**src/include/spi_master_config.svh**
```systemverilog
/* SPI master configuration
   Bus widths, register map, reset values and FIFO depth */
`ifndef SPI_MASTER_CONFIG_SVH
`define SPI_MASTER_CONFIG_SVH

// Bus and datapath widths
`define SPI_AXIL_ADDR_WIDTH   8
`define SPI_DATA_WIDTH        32
`define SPI_NUM_SS            4
`define SPI_FIFO_DEPTH        8
`define SPI_PRESCALE_WIDTH    16
`define SPI_WIDTH_FIELD_BITS  8

// Register offsets
`define SPI_REG_ID      8'h00
`define SPI_REG_CTRL    8'h20
`define SPI_REG_STATUS  8'h28
`define SPI_REG_SS      8'h2C
`define SPI_REG_TXDATA  8'h30
`define SPI_REG_RXDATA  8'h34

// Fixed ID word and control reset (prescale 4, width 8, manual select)
`define SPI_ID_VALUE    32'h294EC100
`define SPI_CTRL_RESET  32'h00040820

`endif

```
**src/hdl/spi_master_pkg.sv**
```systemverilog
/* SPI master shared types
   Derived from the configuration macros */
`include "spi_master_config.svh"

package spi_master_pkg;

    // AXI-Lite address and data
    typedef logic [`SPI_AXIL_ADDR_WIDTH-1:0] axil_addr_t;
    typedef logic [`SPI_DATA_WIDTH-1:0] spi_word_t;
    typedef logic [`SPI_DATA_WIDTH/8-1:0] spi_strb_t;

    // SCLK half period in clk cycles
    typedef logic [`SPI_PRESCALE_WIDTH-1:0] spi_prescale_t;

    // Bits per SPI word
    typedef logic [`SPI_WIDTH_FIELD_BITS-1:0] spi_width_t;

    // Active-low chip selects
    typedef logic [`SPI_NUM_SS-1:0] spi_ncs_t;

endpackage

```
**src/hdl/spi_axil_regs.sv**
```systemverilog
/* SPI master register block
   AXI-Lite slave channels, register file and FIFO strobes */
`timescale 1ns/1ps
`include "spi_master_config.svh"

module spi_axil_regs (
    input  logic                       clk,
    input  logic                       rst_n_i,
    input  spi_master_pkg::axil_addr_t s_axil_awaddr_i,
    input  logic                       s_axil_awvalid_i,
    output logic                       s_axil_awready_o,
    input  spi_master_pkg::spi_word_t  s_axil_wdata_i,
    input  spi_master_pkg::spi_strb_t  s_axil_wstrb_i,
    input  logic                       s_axil_wvalid_i,
    output logic                       s_axil_wready_o,
    output logic [1:0]                 s_axil_bresp_o,
    output logic                       s_axil_bvalid_o,
    input  logic                       s_axil_bready_i,
    input  spi_master_pkg::axil_addr_t s_axil_araddr_i,
    input  logic                       s_axil_arvalid_i,
    output logic                       s_axil_arready_o,
    output spi_master_pkg::spi_word_t  s_axil_rdata_o,
    output logic [1:0]                 s_axil_rresp_o,
    output logic                       s_axil_rvalid_o,
    input  logic                       s_axil_rready_i,
    input  logic                       tx_full_i,
    input  logic                       tx_empty_i,
    input  logic                       rx_full_i,
    input  logic                       rx_empty_i,
    input  spi_master_pkg::spi_word_t  rx_data_i,
    output logic                       tx_push_o,
    output spi_master_pkg::spi_word_t  tx_data_o,
    output logic                       rx_pop_o,
    output logic                       ctrl_clear_o,
    output logic                       enable_o,
    output logic                       loopback_o,
    output logic                       manual_ss_o,
    output spi_master_pkg::spi_prescale_t prescale_o,
    output spi_master_pkg::spi_width_t word_width_o,
    output spi_master_pkg::spi_ncs_t   slave_select_o
);
    import spi_master_pkg::*;

    // Implemented control bits: prescale, width, manual SS, enable, loop
    localparam spi_word_t CTRL_MASK = 32'hFFFF_FF23;

    logic       do_write;
    logic       do_read;
    axil_addr_t waddr;
    axil_addr_t raddr;
    spi_word_t  ctrl_q;
    spi_ncs_t   ss_q;
    spi_word_t  ctrl_merged;
    spi_word_t  ss_merged;
    spi_word_t  tx_merged;
    spi_word_t  rd_word;

    function automatic spi_word_t byte_merge(input spi_word_t old_w, input spi_word_t new_w,
                                             input spi_strb_t strb);
        spi_word_t res;
        res = old_w;
        for (int b = 0; b < $bits(spi_strb_t); b++) begin
            if (strb[b]) begin
                res[8*b +: 8] = new_w[8*b +: 8];
            end
        end
        return res;
    endfunction

    // Word-aligned register addresses
    assign waddr = {s_axil_awaddr_i[`SPI_AXIL_ADDR_WIDTH-1:2], 2'b00};
    assign raddr = {s_axil_araddr_i[`SPI_AXIL_ADDR_WIDTH-1:2], 2'b00};

    // A new write waits out the awready pulse of the previous one
    assign do_write = s_axil_awvalid_i && s_axil_wvalid_i && !s_axil_awready_o &&
                      (!s_axil_bvalid_o || s_axil_bready_i);
    assign do_read  = s_axil_arvalid_i && !s_axil_arready_o &&
                      (!s_axil_rvalid_o || s_axil_rready_i);

    assign ctrl_merged = byte_merge(ctrl_q, s_axil_wdata_i, s_axil_wstrb_i) & CTRL_MASK;
    assign ss_merged   = byte_merge({{($bits(spi_word_t) - $bits(spi_ncs_t)){1'b1}}, ss_q},
                                    s_axil_wdata_i, s_axil_wstrb_i);
    assign tx_merged   = byte_merge(tx_data_o, s_axil_wdata_i, s_axil_wstrb_i);

    always_ff @(posedge clk) begin
        if (!rst_n_i) begin
            s_axil_awready_o <= 1'b0;
            s_axil_wready_o  <= 1'b0;
            s_axil_bvalid_o  <= 1'b0;
            tx_push_o        <= 1'b0;
            ctrl_clear_o     <= 1'b0;
            ctrl_q           <= `SPI_CTRL_RESET;
            ss_q             <= '1;
        end else begin
            s_axil_awready_o <= do_write;
            s_axil_wready_o  <= do_write;
            s_axil_bvalid_o  <= do_write || (s_axil_bvalid_o && !s_axil_bready_i);
            tx_push_o        <= do_write && (waddr == `SPI_REG_TXDATA);
            ctrl_clear_o     <= do_write && (waddr == `SPI_REG_CTRL);
            if (do_write && (waddr == `SPI_REG_CTRL)) begin
                ctrl_q <= ctrl_merged;
            end
            if (do_write && (waddr == `SPI_REG_SS)) begin
                ss_q <= ss_merged[$bits(spi_ncs_t)-1:0];
            end
        end
    end

    // Transmit word keeps unstrobed bytes from the previous write
    always_ff @(posedge clk) begin
        if (do_write && (waddr == `SPI_REG_TXDATA)) begin
            tx_data_o <= tx_merged;
        end
    end

    always_comb begin
        rd_word = '0;
        case (raddr)
            `SPI_REG_ID:     rd_word = `SPI_ID_VALUE;
            `SPI_REG_CTRL:   rd_word = ctrl_q;
            `SPI_REG_STATUS: rd_word[3:0] = {tx_full_i, tx_empty_i, rx_full_i, rx_empty_i};
            `SPI_REG_SS:     rd_word[$bits(spi_ncs_t)-1:0] = ss_q;
            `SPI_REG_RXDATA: rd_word = rx_data_i;
            default:         rd_word = '0;
        endcase
    end

    always_ff @(posedge clk) begin
        if (!rst_n_i) begin
            s_axil_arready_o <= 1'b0;
            s_axil_rvalid_o  <= 1'b0;
            rx_pop_o         <= 1'b0;
        end else begin
            s_axil_arready_o <= do_read;
            s_axil_rvalid_o  <= do_read || (s_axil_rvalid_o && !s_axil_rready_i);
            rx_pop_o         <= do_read && (raddr == `SPI_REG_RXDATA) && !rx_empty_i;
        end
    end

    // Read data holds until the next accepted read
    always_ff @(posedge clk) begin
        if (do_read) begin
            s_axil_rdata_o <= rd_word;
        end
    end

    assign s_axil_bresp_o = 2'b00;
    assign s_axil_rresp_o = 2'b00;

    assign loopback_o     = ctrl_q[0];
    assign enable_o       = ctrl_q[1];
    assign manual_ss_o    = ctrl_q[5];
    assign word_width_o   = ctrl_q[15:8];
    assign prescale_o     = ctrl_q[31:16];
    assign slave_select_o = ss_q;

endmodule

```
**src/hdl/spi_master_axil.sv**
```systemverilog
/* SPI master with AXI-Lite register port
   Register block, transmit and receive FIFOs and the shift engine */
`timescale 1ns/1ps

module spi_master_axil (
    input  logic                       clk,
    input  logic                       rst_n_i,
    input  spi_master_pkg::axil_addr_t s_axil_awaddr_i,
    input  logic                       s_axil_awvalid_i,
    output logic                       s_axil_awready_o,
    input  spi_master_pkg::spi_word_t  s_axil_wdata_i,
    input  spi_master_pkg::spi_strb_t  s_axil_wstrb_i,
    input  logic                       s_axil_wvalid_i,
    output logic                       s_axil_wready_o,
    output logic [1:0]                 s_axil_bresp_o,
    output logic                       s_axil_bvalid_o,
    input  logic                       s_axil_bready_i,
    input  spi_master_pkg::axil_addr_t s_axil_araddr_i,
    input  logic                       s_axil_arvalid_i,
    output logic                       s_axil_arready_o,
    output spi_master_pkg::spi_word_t  s_axil_rdata_o,
    output logic [1:0]                 s_axil_rresp_o,
    output logic                       s_axil_rvalid_o,
    input  logic                       s_axil_rready_i,
    output logic                       spi_sclk_o,
    output logic                       spi_mosi_o,
    input  logic                       spi_miso_i,
    output spi_master_pkg::spi_ncs_t   spi_ncs_o
);
    import spi_master_pkg::*;

    // FIFO paths
    logic      tx_push;
    spi_word_t tx_data;
    logic      tx_pop;
    spi_word_t tx_head;
    logic      tx_full;
    logic      tx_empty;
    logic      rx_push;
    spi_word_t rx_word;
    logic      rx_pop;
    spi_word_t rx_head;
    logic      rx_full;
    logic      rx_empty;

    // Configuration from the control and slave-select registers
    logic          ctrl_clear;
    logic          enable;
    logic          loopback;
    logic          manual_ss;
    spi_prescale_t prescale;
    spi_width_t    word_width;
    spi_ncs_t      slave_select;

    spi_axil_regs regs_i (
        .clk              (clk),
        .rst_n_i          (rst_n_i),
        .s_axil_awaddr_i  (s_axil_awaddr_i),
        .s_axil_awvalid_i (s_axil_awvalid_i),
        .s_axil_awready_o (s_axil_awready_o),
        .s_axil_wdata_i   (s_axil_wdata_i),
        .s_axil_wstrb_i   (s_axil_wstrb_i),
        .s_axil_wvalid_i  (s_axil_wvalid_i),
        .s_axil_wready_o  (s_axil_wready_o),
        .s_axil_bresp_o   (s_axil_bresp_o),
        .s_axil_bvalid_o  (s_axil_bvalid_o),
        .s_axil_bready_i  (s_axil_bready_i),
        .s_axil_araddr_i  (s_axil_araddr_i),
        .s_axil_arvalid_i (s_axil_arvalid_i),
        .s_axil_arready_o (s_axil_arready_o),
        .s_axil_rdata_o   (s_axil_rdata_o),
        .s_axil_rresp_o   (s_axil_rresp_o),
        .s_axil_rvalid_o  (s_axil_rvalid_o),
        .s_axil_rready_i  (s_axil_rready_i),
        .tx_full_i        (tx_full),
        .tx_empty_i       (tx_empty),
        .rx_full_i        (rx_full),
        .rx_empty_i       (rx_empty),
        .rx_data_i        (rx_head),
        .tx_push_o        (tx_push),
        .tx_data_o        (tx_data),
        .rx_pop_o         (rx_pop),
        .ctrl_clear_o     (ctrl_clear),
        .enable_o         (enable),
        .loopback_o       (loopback),
        .manual_ss_o      (manual_ss),
        .prescale_o       (prescale),
        .word_width_o     (word_width),
        .slave_select_o   (slave_select)
    );

    spi_word_fifo tx_fifo_i (
        .clk         (clk),
        .rst_n_i     (rst_n_i),
        .clear_i     (ctrl_clear),
        .push_i      (tx_push),
        .push_data_i (tx_data),
        .pop_i       (tx_pop),
        .head_data_o (tx_head),
        .empty_o     (tx_empty),
        .full_o      (tx_full)
    );

    spi_word_fifo rx_fifo_i (
        .clk         (clk),
        .rst_n_i     (rst_n_i),
        .clear_i     (ctrl_clear),
        .push_i      (rx_push),
        .push_data_i (rx_word),
        .pop_i       (rx_pop),
        .head_data_o (rx_head),
        .empty_o     (rx_empty),
        .full_o      (rx_full)
    );

    spi_shift_engine engine_i (
        .clk            (clk),
        .rst_n_i        (rst_n_i),
        .clear_i        (ctrl_clear),
        .enable_i       (enable),
        .loopback_i     (loopback),
        .manual_ss_i    (manual_ss),
        .prescale_i     (prescale),
        .word_width_i   (word_width),
        .slave_select_i (slave_select),
        .tx_data_i      (tx_head),
        .tx_empty_i     (tx_empty),
        .spi_miso_i     (spi_miso_i),
        .tx_pop_o       (tx_pop),
        .rx_push_o      (rx_push),
        .rx_data_o      (rx_word),
        .spi_sclk_o     (spi_sclk_o),
        .spi_mosi_o     (spi_mosi_o),
        .spi_ncs_o      (spi_ncs_o)
    );

endmodule

```
**src/hdl/spi_shift_engine.sv**
```systemverilog
/* SPI mode 0 shift engine
   SCLK prescaler, MSB-first shifting, loopback and chip-select generation */
`timescale 1ns/1ps
`include "spi_master_config.svh"

module spi_shift_engine (
    input  logic                          clk,
    input  logic                          rst_n_i,
    input  logic                          clear_i,
    input  logic                          enable_i,
    input  logic                          loopback_i,
    input  logic                          manual_ss_i,
    input  spi_master_pkg::spi_prescale_t prescale_i,
    input  spi_master_pkg::spi_width_t    word_width_i,
    input  spi_master_pkg::spi_ncs_t      slave_select_i,
    input  spi_master_pkg::spi_word_t     tx_data_i,
    input  logic                          tx_empty_i,
    input  logic                          spi_miso_i,
    output logic                          tx_pop_o,
    output logic                          rx_push_o,
    output spi_master_pkg::spi_word_t     rx_data_o,
    output logic                          spi_sclk_o,
    output logic                          spi_mosi_o,
    output spi_master_pkg::spi_ncs_t      spi_ncs_o
);
    import spi_master_pkg::*;

    logic          busy_q;
    logic          sclk_q;
    spi_prescale_t half_cnt;
    spi_prescale_t presc_eff;
    logic [5:0]    width_eff;
    logic [5:0]    bits_left;
    spi_word_t     tx_shift;
    spi_word_t     rx_shift;
    logic          mosi_int;
    logic          miso_sel;
    logic          half_done;
    spi_ncs_t      ncs_int;

    // Zero prescale and zero width act as 1, widths clamp at 32
    assign presc_eff = (prescale_i == '0) ? spi_prescale_t'(1) : prescale_i;
    assign width_eff = (word_width_i == '0) ? 6'd1 :
                       (word_width_i > 8'd32) ? 6'd32 : word_width_i[5:0];

    assign tx_pop_o  = !busy_q && enable_i && !tx_empty_i && !clear_i;
    assign half_done = (half_cnt == presc_eff - spi_prescale_t'(1));
    assign mosi_int  = busy_q && tx_shift[`SPI_DATA_WIDTH-1];
    assign miso_sel  = loopback_i ? mosi_int : spi_miso_i;

    always_ff @(posedge clk) begin
        if (!rst_n_i || clear_i) begin
            busy_q    <= 1'b0;
            sclk_q    <= 1'b0;
            half_cnt  <= '0;
            rx_push_o <= 1'b0;
        end else begin
            rx_push_o <= 1'b0;
            if (tx_pop_o) begin
                busy_q   <= 1'b1;
                half_cnt <= '0;
            end else if (busy_q) begin
                half_cnt <= half_done ? '0 : half_cnt + spi_prescale_t'(1);
                if (half_done) begin
                    sclk_q <= !sclk_q;
                    // Last falling edge ends the word
                    if (sclk_q && bits_left == 6'd1) begin
                        busy_q    <= 1'b0;
                        rx_push_o <= 1'b1;
                    end
                end
            end
        end
    end

    // Datapath: load on start, sample on rising, shift on falling
    always_ff @(posedge clk) begin
        if (tx_pop_o) begin
            tx_shift  <= tx_data_i << (6'd32 - width_eff);
            rx_shift  <= '0;
            bits_left <= width_eff;
        end else if (busy_q && half_done) begin
            if (!sclk_q) begin
                rx_shift <= {rx_shift[`SPI_DATA_WIDTH-2:0], miso_sel};
            end else begin
                tx_shift  <= tx_shift << 1;
                bits_left <= bits_left - 6'd1;
                if (bits_left == 6'd1) begin
                    rx_data_o <= rx_shift;
                end
            end
        end
    end

    // Highest selected line wins
    always_comb begin
        ncs_int = '1;
        for (int i = 0; i < `SPI_NUM_SS; i++) begin
            if (!slave_select_i[i]) begin
                ncs_int    = '1;
                ncs_int[i] = !(manual_ss_i || busy_q);
            end
        end
    end

    assign spi_sclk_o = enable_i && sclk_q;
    assign spi_mosi_o = enable_i && mosi_int;
    assign spi_ncs_o  = enable_i ? ncs_int : '1;

endmodule

```
**src/hdl/spi_word_fifo.sv**
```systemverilog
/* Synchronous first-word-fall-through FIFO of SPI words
   with full and empty levels and a synchronous clear */
`timescale 1ns/1ps
`include "spi_master_config.svh"

module spi_word_fifo (
    input  logic                      clk,
    input  logic                      rst_n_i,
    input  logic                      clear_i,
    input  logic                      push_i,
    input  spi_master_pkg::spi_word_t push_data_i,
    input  logic                      pop_i,
    output spi_master_pkg::spi_word_t head_data_o,
    output logic                      empty_o,
    output logic                      full_o
);
    import spi_master_pkg::*;

    localparam int DEPTH = `SPI_FIFO_DEPTH;
    localparam int PTR_W = $clog2(DEPTH);

    spi_word_t        mem [DEPTH];
    logic [PTR_W-1:0] wr_ptr;
    logic [PTR_W-1:0] rd_ptr;
    logic [PTR_W:0]   count;
    logic             push_ok;
    logic             pop_ok;

    // Overflow and underflow requests are ignored
    assign push_ok = push_i && !full_o;
    assign pop_ok  = pop_i && !empty_o;

    always_ff @(posedge clk) begin
        if (!rst_n_i || clear_i) begin
            wr_ptr <= '0;
            rd_ptr <= '0;
            count  <= '0;
        end else begin
            wr_ptr <= wr_ptr + PTR_W'(push_ok);
            rd_ptr <= rd_ptr + PTR_W'(pop_ok);
            count  <= count + (PTR_W+1)'(push_ok) - (PTR_W+1)'(pop_ok);
        end
    end

    always_ff @(posedge clk) begin
        if (push_ok) begin
            mem[wr_ptr] <= push_data_i;
        end
    end

    assign head_data_o = mem[rd_ptr];
    assign empty_o     = (count == '0);
    assign full_o      = (count == (PTR_W+1)'(DEPTH));

endmodule

```
**config.mk**
```make
export PLATFORM = sky130hd
export DESIGN_NAME = spi_master_axil
export DESIGN_NICKNAME = d
export VERILOG_FILES = /design/src/hdl/spi_master_pkg.sv /design/src/hdl/spi_axil_regs.sv /design/src/hdl/spi_master_axil.sv /design/src/hdl/spi_shift_engine.sv /design/src/hdl/spi_word_fifo.sv
export VERILOG_INCLUDE_DIRS = /design/src /design/src/include
export SDC_FILE = /design/constraint.sdc
export NUM_CORES = 1
export LEC_CHECK = 0
export BUFFER_PORTS_ARGS = -buffer_cell sky130_fd_sc_hd__buf_2
export CAP_MARGIN = 20
export CORE_ASPECT_RATIO = 1.75
export CORE_MARGIN = 2
export CORE_UTILIZATION = 48
export DETAILED_ROUTE_END_ITERATION = 8
export GPL_ROUTABILITY_DRIVEN = 0
export GPL_TIMING_DRIVEN = 0
export PLACE_DENSITY = 0.67
export SETUP_SLACK_MARGIN = 0.05
export SYNTH_ARGS = -nofsm -noshare
export SYNTH_HDL_FRONTEND = slang
export SYNTH_SLANG_ARGS = --single-unit
export TNS_END_PERCENT = 10
```
**constraint.sdc**
```tcl
create_clock -name clk -period 4.7 [get_ports clk]
set_input_delay 0.47 -clock clk [delete_from_list [all_inputs] [get_ports clk]]
set_output_delay 0.47 -clock clk [all_outputs]
set_load 0.02 [all_outputs]
```
After elaboration in Yosys (flattened, before gate mapping)
Memory sizes are Yosys's and may differ from the RTL's. A register that Yosys moved wholly into a read port is not among the register bits.
Index checks and enable logic that the tools add are counted.

cells by class
  $add $sub $neg = 12
  magnitude comparators = 1
  equal/unequal tests = 11
  shift operators = 1
  muxes and demuxes = 29
  bitwise logic cells = 4
  reductions and logical operators = 67

operator list
  operator                                                               count
  32-bit 2-to-1 mux                                                      3
  28-bit one-hot mux with 3 select lines                                 1
  6-bit by 4-bit == test with 1-bit output (second input constant)       7
  16-bit 2-to-1 mux                                                      2
  32-bit by 6-bit left shift with 32-bit output                          1
  6-bit 2-to-1 mux                                                       5
  1-bit logical AND                                                      24
  2-bit AND reduction                                                    11
  16-bit by 1-bit adder with 16-bit output (second input constant)       1
  16-bit == test                                                         1
  16-bit logical NOT                                                     1
  8-bit logical NOT                                                      2
  4-bit one-hot mux with 4 select lines                                  1
  16-bit by 1-bit subtractor with 16-bit output (second input constant)  1
  1-bit logical NOT                                                      15
  3-bit by 1-bit adder with 3-bit output                                 4
  1-bit 2-to-1 mux                                                       11
  3-bit 2-to-1 mux                                                       3
  4-bit by 1-bit adder with 4-bit output                                 2
  4-bit == test (second input constant)                                  2
  8-bit by 6-bit > comparator with 1-bit output (second input constant)  1
  4-bit logical NOT                                                      2
  4-bit 2-to-1 mux                                                       2
  4-bit by 1-bit subtractor with 4-bit output                            2
  11 further kinds                                                       20

word-level totals
  flip-flop bits (word level) = 243
  RAM bits = 512
  bits of input ports = 60
  output and inout port bits = 47
  word-level logic and storage cells = 158
  memories kept = 2

memory list
  memory         depth  bits a word  read ports  clocked after Yosys merged registers in  wr ports  line                 RTL
  rx_fifo_i.mem  8      32           1           1                                        1         spi_word_fifo.sv:22  spi_word_t mem [DEPTH];
  tx_fifo_i.mem  8      32           1           1                                        1         spi_word_fifo.sv:22

Logic depth before layout (Yosys ltp)
Gate-level depths: netlist (run 1).

  depth after elaboration = 7
  depth in mapped cells = 16
  gate-level depth less buffers = 12

Hierarchy
Synthesis (run 1) repeated with hierarchy kept, for this count alone.

second synthesis, totals
  cell total of the unflattened synthesis = 1836
  area total of the unflattened synthesis = 31681.6 um2

by module, submodules not included
  module            instances  cells an instance  area an instance (um2)  seq. area each (um2)
  spi_word_fifo     2          434                10306.1                 7887.6
  spi_shift_engine  1          660                6974.2                  3123.0
  spi_axil_regs     1          308                4095.2                  2682.6

Least setup slack after synthesis (run 1)
OpenSTA, ideal clock, no wires.

  kind = register -> register
  from = register regs_i.ctrl_q[23]
  to = register engine_i.bits_left[0], enable pin
  setup time = 0.394 ns
  arrival = 3.999 ns
  data required time = 4.306 ns
  setup slack = 0.307 ns
  cell stages (with the launch flop) = 13
  buffers on the path = 1
  clock period less this slack = 4.393 ns
  path through = dfxtp_1 > or4_4 > nor4_4 > a21oi_1 > ha_1 > or4b_1 > clkbuf_1 > nor3_1 > or3_1 > a21oi_1 > o2111ai_1 > nor4_4 > a21o_1

on the way
  longest elaborated chain between the ends = 7

ends and longest elaborated chain
  what                                             line                    RTL
  start, declared                                  spi_axil_regs.sv:51     spi_word_t ctrl_q;
  start signal, assigned                           spi_axil_regs.sv:92     ctrl_q <= `SPI_CTRL_RESET;
  start signal, assigned                           spi_axil_regs.sv:101    ctrl_q <= ctrl_merged;
  16-bit logical NOT                               spi_shift_engine.sv:42  assign presc_eff = (prescale_i == '0) ? spi_prescale_t'(1) : prescale_i;
  16-bit 2-to-1 mux *                              spi_shift_engine.sv:42
  16-bit by 1-bit subtractor with 16-bit output *  spi_shift_engine.sv:47  assign half_done = (half_cnt == presc_eff - spi_prescale_t'(1));
  16-bit == test *                                 spi_shift_engine.sv:47
  1-bit logical AND *                              spi_shift_engine.sv:82  end else if (busy_q && half_done) begin
  2-bit nonzero test (no source line) *            --
  2-bit AND reduction (no source line) *           --
  end signal, assigned                             spi_shift_engine.sv:81  bits_left <= width_eff;
  end signal, assigned                             spi_shift_engine.sv:87  bits_left <= bits_left - 6'd1;
  end, declared                                    spi_shift_engine.sv:33  logic [5:0] bits_left;

Every way passes the cells marked *; elsewhere a longest branch is shown, timed or not.
A chain may end at the register's enable or synchronous reset.

==> results of run 1 <==
==> area by class of cell <==
| class | count | area [um^2] |
|---|---|---|
| Fill cell | 5035 | 28590 |
| Sequential cell | 755 | 21580 |
| Multi-Input combinational cell | 1038 | 9253 |
| Clock buffer | 99 | 1911 |
| Timing Repair Buffer | 135 | 1032 |
| Tap cell | 812 | 1016 |
| Buffer | 108 | 483.0 |
| Clock inverter | 21 | 360.3 |
| Inverter | 28 | 105.1 |
| Antenna cell | 1 | 2.502 |
==> per-stage QoR <==
stage               power [mW]  hold slack [ps]
floorplan                7.421            408.1
detailed placement       7.517            420.1
global placement         7.514            412.6
global route             13.42            47.57
CTS                      13.16            35.31
finish                   13.08            54.08
==> what timing repair did <==
item / in CTS / in global routing
cloned: 1 / 0
endpoints found under the hold margin: 0 / 0
setup buffers: 3 / 5
pin swaps: 4 / 3
setup endpoints to repair: 132 / 121
resized for setup: 18 / 25
==> cells in the mapped netlist (10+ instances only) <==
master    count  area share
edfxtp_1    646        0.62
nand2_1     165       0.020
mux2i_1     138       0.044
mux4_2      135       0.098
dfxtp_1     109       0.070
nor2_1       88       0.011
clkbuf_1     75      0.0090
nor3_1       62       0.010
o21ai_0      52      0.0084
nand3_1      49      0.0079
a21oi_1      27      0.0043
a21boi_0     25      0.0060
and2_1       25      0.0050
ha_1         25       0.010
inv_1        25      0.0030
xnor2_1      23      0.0065
xor2_1       18      0.0051
mux2_2       17      0.0061
o22ai_1      17      0.0034
buf_1        16      0.0019
nand2b_1     15      0.0030
buf_2        13      0.0021
a211oi_1     11      0.0027
nor4_1       10      0.0020
==> layer usage <==
metal	vias to the layer above	track usage
met3	264	0.03469
met5	-	0.0007262
met2	729	0.4543
met1	9274	0.2536
met4	0	0.1529
li1	7942	-
==> report_power, final <==
group          leakage (nW)  switching (mW)  internal (mW)  total, mW
clock network          1.08            2.38           3.33       5.71
logic                  3.61           0.119         0.0529      0.172
registers              6.26          0.0111           7.19       7.20
==> cell families after synthesis <==
kind of cell | share of synthesized area
muxes | 0.1481
and+or+nand+nor | 0.07313
DFF | 0.6926
AOI/OAI and AO/OA | 0.04449
xor gates and xnor gates | 0.01153
adders and majority gates | 0.01132
other | 0.0001204
buffers and inverters | 0.01871
==> sequential cells by signal, summed over array words and instances, names as in the netlist, 3 cells and up <==
signal,cells
engine_i.bits_left,6
engine_i.half_cnt,16
engine_i.rx_data_o,32
engine_i.rx_shift,32
engine_i.tx_shift,32
regs_i.ctrl_q,27
regs_i.s_axil_rdata_o,32
regs_i.slave_select_o,4
regs_i.tx_data_o,32
rx_fifo_i.count,4
rx_fifo_i.mem,256
rx_fifo_i.rd_ptr,3
rx_fifo_i.wr_ptr,3
tx_fifo_i.count,4
tx_fifo_i.mem,256
tx_fifo_i.rd_ptr,3
tx_fifo_i.wr_ptr,3
==> path summary, 6_finish.rpt <==
path,startpoint,slack (ps),to
worst max-delay path,tx_fifo_i.rd_ptr[1],140,engine_i.tx_shift[28]
worst min-delay path,s_axil_wdata_i[4],50,regs_i.tx_data_o[4]
worst max register to register,tx_fifo_i.rd_ptr[1],140,engine_i.tx_shift[28]
worst min register to register,engine_i.rx_shift[11],430,engine_i.rx_data_o[11]
==> worst max-delay path: stages, from the launching register on <==
cell      delay [ps]
dfxtp_1          330
buf_2            280
buf_1            580
clkbuf_2         490
clkbuf_1         510
mux4_2           390
mux2i_1          660
mux2i_1          220
a21oi_1          190
a22oi_1           90
a22oi_1          240
o311ai_0         240
==> flow_summary.yaml, run 1 <==
timing:
  hold_viol_final: 0
  worst_pin_slew_ps: 1206
  rsz0062_at_grt: "true"
  post-route-period-util: 0.9707
  fmax_mhz: 219.2
  layout_min_cycle_time_ps: 4562
  finClkSkew_ps: 32.05
  finalSetupViolCount: 0
  slew_headroom: 0.1847
  setup_ws_ps: 137.6
  fin_setup_tns_ps: 0
  finalMaxSlewViolations: 0
die:
  die_h_um: 341.0
  die_x_um: 196.6
  row_count: 123
  start_util: 0.4843
  core_mm2: 0.06433
  dieArea_mm2: 0.06705
  pin_count: 107
critical_path:
  cp_max_fo: 10
  path_class: "flip-flop to flip-flop"
  r2r_cells: 11
  endpoint_kind: "flip-flop"
  cp-start-kind: "flip-flop"
  worst_ep_required_time_ps: 4980
  arrival_ps: 4840
drt:
  wl_met1_um: 27150
  wl_met2_um: 43800
  ant_nets: 0
  maxUsedRoutingLayer: "met4"
  vias: 18210
  routedWlPerCell_um: 26.90
  drtPass1Iterations: 9
  drc: 0
  vias_per_cell: 6.076
  wl_met3_um: 4051
  drt_iter0_markers: 1666
  routed_wl_um: 80630
placement:
  io_buffers: 94
  placed_area_mm2: 0.03326
  place_hpwl_um: 57760
  dp_cells: 2869
  post-place-ws_ps: -1109
global_routing:
  grt_pass1_wl_um: 118200
  antenna_found_initial: 0
  grt_util_all_layers: 0.2430
  grt_pass1_vias: 18660
  overflow: 0
  grt_start_max_net_pins: 24
yosys:
  synth_area_mm2: 0.03116
  syn_inst: 1929
  yosysWarnings: 0
  synth_cell_types: 70
  ys_seq_elements: 755
  ys.flop_type: "edfxtp_1"
  synth-async-reset-ratio: 0
  syn_avg_cell_area_um2: 16.15
  ys_seq_area_frac: 0.6926
  synth_edf_count: 646
run_status:
  status: "completed"
pwr:
  leakagePower_nw: 10.96
  p_per_area_mw_per_mm2: 366.1
  ir_worst_vdd_uv: 218.8
min_path:
  hp-class: "input pin to flip-flop"
  hold_path_depth: 1
clocking:
  clk_pin_slew_ps: 60
  ctsHoldBuffers: 0
  cts.htree.levels: 3
  cts_buffer_depth: 3
  root_buffer: "clkbuf_16"
  clock_latency_ps: 600
  cts.sinks: 755
  cts-buffers-inserted: 66
  cts_tree: "done"
final_layout:
  area_growth_pct: 14.72
  layout.nets: 2219
  instances_no_fill: 2997
  drive_gt1_frac: 0.2106
  final_common_cell: "edfxtp_1"
  final_util: 0.5556
  layout_common_cells: "edfxtp_1 (646), nand2_1 (165), mux4_2 (135)"
  fin_area_mm2: 0.03574
flow_run:
  drv_cap: 0
No activity file was read; power rests on OpenSTA's default activity.
==> run 2, diff against run 1 <==
--- a/config.mk
+++ b/config.mk
@@ -18,5 +18,6 @@
 export SETUP_SLACK_MARGIN = 0.05
 export SYNTH_ARGS = -nofsm -noshare
 export SYNTH_HDL_FRONTEND = slang
+export SYNTH_HIERARCHICAL = 1
 export SYNTH_SLANG_ARGS = --single-unit
 export TNS_END_PERCENT = 10
==> flow_summary.yaml, run 2 <==
yosys:
  synth_area_mm2: 0.03168
  yosysWarnings: 6
  yosysTopAreaCell: "edfxtp_1"
  syn_avg_cell_area_um2: 17.26
  synth-async-reset-ratio: 0
  synth_edf_count: 646
  synth_area_leaders: "edfxtp_1 (61%), mux4_2 (8.5%), dfxtp_1 (6.9%)"
  ys_seq_area_frac: 0.6812
  synth_common_cells: "edfxtp_1 (646), nand2_1 (166), mux4_2 (119)"
  yosysMostFrequentCell: "edfxtp_1"
  syn_inst: 1836
  synth_cell_types: 78
  ys.flop_type: "edfxtp_1"
  yosysTopAreaCellShare: 0.6123
  ys_seq_elements: 755
critical_path:
  worst_ep_required_time_ps: 5030
  worstSetupStartpoint: "regs_i/ctrl_q[9]"
  cp_max_fo: 10
  path_class: "flip-flop to flip-flop"
  rr_startpoint: "regs_i/ctrl_q[9]"
  cp-start-kind: "flip-flop"
  arrival_ps: 4840
  endpoint_kind: "flip-flop"
final_layout:
  layout.nets: 2129
  area_growth_pct: 14.22
  drive_gt1_frac: 0.2453
  top_regs: "rx_fifo_i/mem: 256 flops, tx_fifo_i/mem: 256 flops"
  layout_common_cells: "edfxtp_1 (646), nand2_1 (166), mux4_2 (119)"
  final_common_cell: "edfxtp_1"
drt:
  drc: 0
  routedWlPerCell_um: 25.98
  vias: 17470
  vias_per_cell: 5.866
  ant_nets: 0
  drt_iter0_markers: 1538
  drtPass1Iterations: 7
  routed_wl_um: 77370
pwr:
  ir_worst_vdd_uv: 374.9
  leakagePower_nw: 10.96
  p_per_area_mw_per_mm2: 354.5
timing:
  finalMaxSlewViolations: 0
  layout_min_cycle_time_ps: 4515
  hold_ws_ps: 48.27
  rsz0062_at_grt: "true"
  post-route-period-util: 0.9606
  setup_ws_ps: 185.1
  slew_headroom: 0.3354
  hold_viol_final: 0
  fmax_mhz: 221.5
  worst_pin_slew_ps: 996.9
  finalSetupViolCount: 0
  finClkSkew_ps: 18.10
die:
  die_x_um: 198.2
  start_util: 0.4850
  dieArea_mm2: 0.06815
  pin_count: 107
  row_count: 124
  die_h_um: 343.9
  core_mm2: 0.06532
placement:
  place_hpwl_um: 55210
  post-place-ws_ps: -749.5
  io_buffers: 97
global_routing:
  overflow: 0
  grt_pass1_vias: 18020
  grt_start_max_net_pins: 39
  grt_pass1_wl_um: 114500
  antenna_found_initial: 7
  grt_util_all_layers: 0.2313
clocking:
  cts_buffer_depth: 3
  cts-buffers-inserted: 67
  cts_tree: "done"
  clock_latency_ps: 600
  root_buffer: "clkbuf_16"
  cts.sinks: 755
  clk_pin_slew_ps: 70
  cts.htree.levels: 3
flow_run:
  drv_cap: 0
min_path:
  hp-class: "input pin to flip-flop"
  worstHoldStart: "s_axil_wdata_i[4]"
run_status:
  status: "completed"
## run 2: report_power, final
group	internal [mW]	total (mW)	switching [mW]
registers	7.19	7.20	0.0100
clock network	3.09	5.44	2.35
logic	0.0614	0.187	0.126
## run 2: cell type report
class | instances | area, um^2
multi-input combinational | 965 | 9642
clock inverter | 23 | 183.9
buffer | 97 | 575.6
clock buffer | 99 | 2006
timing repair buffer | 134 | 1011
fill | 5090 | 29130
tap | 882 | 1104
antenna | 1 | 2.502
inverter | 22 | 82.58
sequential | 755 | 21580
## run 2: path summary, 6_finish.rpt
path | endpoint | slack, ps | cells after the start
worst min register to register | engine_i/rx_data_o[24] | 430 | 0
worst max-delay path | engine_i/tx_shift[23] | 190 | 11
worst min-delay path | regs_i/tx_data_o[4] | 50 | 1
worst max register to register | engine_i/tx_shift[23] | 190 | 11
## run 2: cells by family (layout without fill, tap and decap cells)
| kind of cell | count (synthesis) | in the layout | synth area share |
|---|---|---|---|
| AOI/OAI and AO/OA | 132 | 133 | 0.03061 |
| other | 1 | 5 | 0.0001184 |
| muxes | 315 | 315 | 0.1713 |
| buffers and inverters | 120 | 375 | 0.02058 |
| and+or+nand+nor | 443 | 443 | 0.07322 |
| adders and majority gates | 27 | 27 | 0.01114 |
| xor gates and xnor gates | 43 | 43 | 0.01189 |
| DFF | 755 | 755 | 0.6812 |
## run 2: critical path: stages (launching register included)
cell      delay [ps]
dfxtp_1          510
nor4_1           120
o21ai_2          540
clkbuf_2         490
ha_1             340
inv_1            130
xnor2_2          580
clkbuf_1         520
clkbuf_1         560
nand3_1          200
nand4_1          140
o211ai_1         110
## run 2: metal layers
metal,GRT usage,routed length (um),share of wire
met1,0.2582,27070,0.35
met2,0.4356,42710,0.55
met3,0.03373,4267,0.055
met4,0.09821,3278,0.042
met5,0,52,0.00067
## run 2: what timing repair did
action	CTS	global route
pin swaps	2	1
buffers inserted	4	0
endpoints found under the setup margin	145	137
resized for setup	7	10
hold endpoints to repair	0	0
hold buffers	0	0
gates cloned	0	1
## run 2: through the flow
| step | cell area, um^2 | util | power, mW | instances | setup TNS (ps) |
|---|---|---|---|---|---|
| 4_1_cts | 36130 | 0.5532 | 12.92 | 2974 | 0 |
| 2_1_floorplan | 31710 | - | 7.434 | 1839 | 0 |
| 3_5_place_dp | 33860 | 0.5184 | 7.532 | 2848 | -57300 |
| 6_report | 36190 | 0.5540 | 12.83 | 2978 | 0 |
| 3_3_place_gp | 33300 | 0.5098 | 7.527 | 2818 | -273010 |
| 5_1_grt | 36180 | 0.5540 | 13.18 | 2977 | 0 |
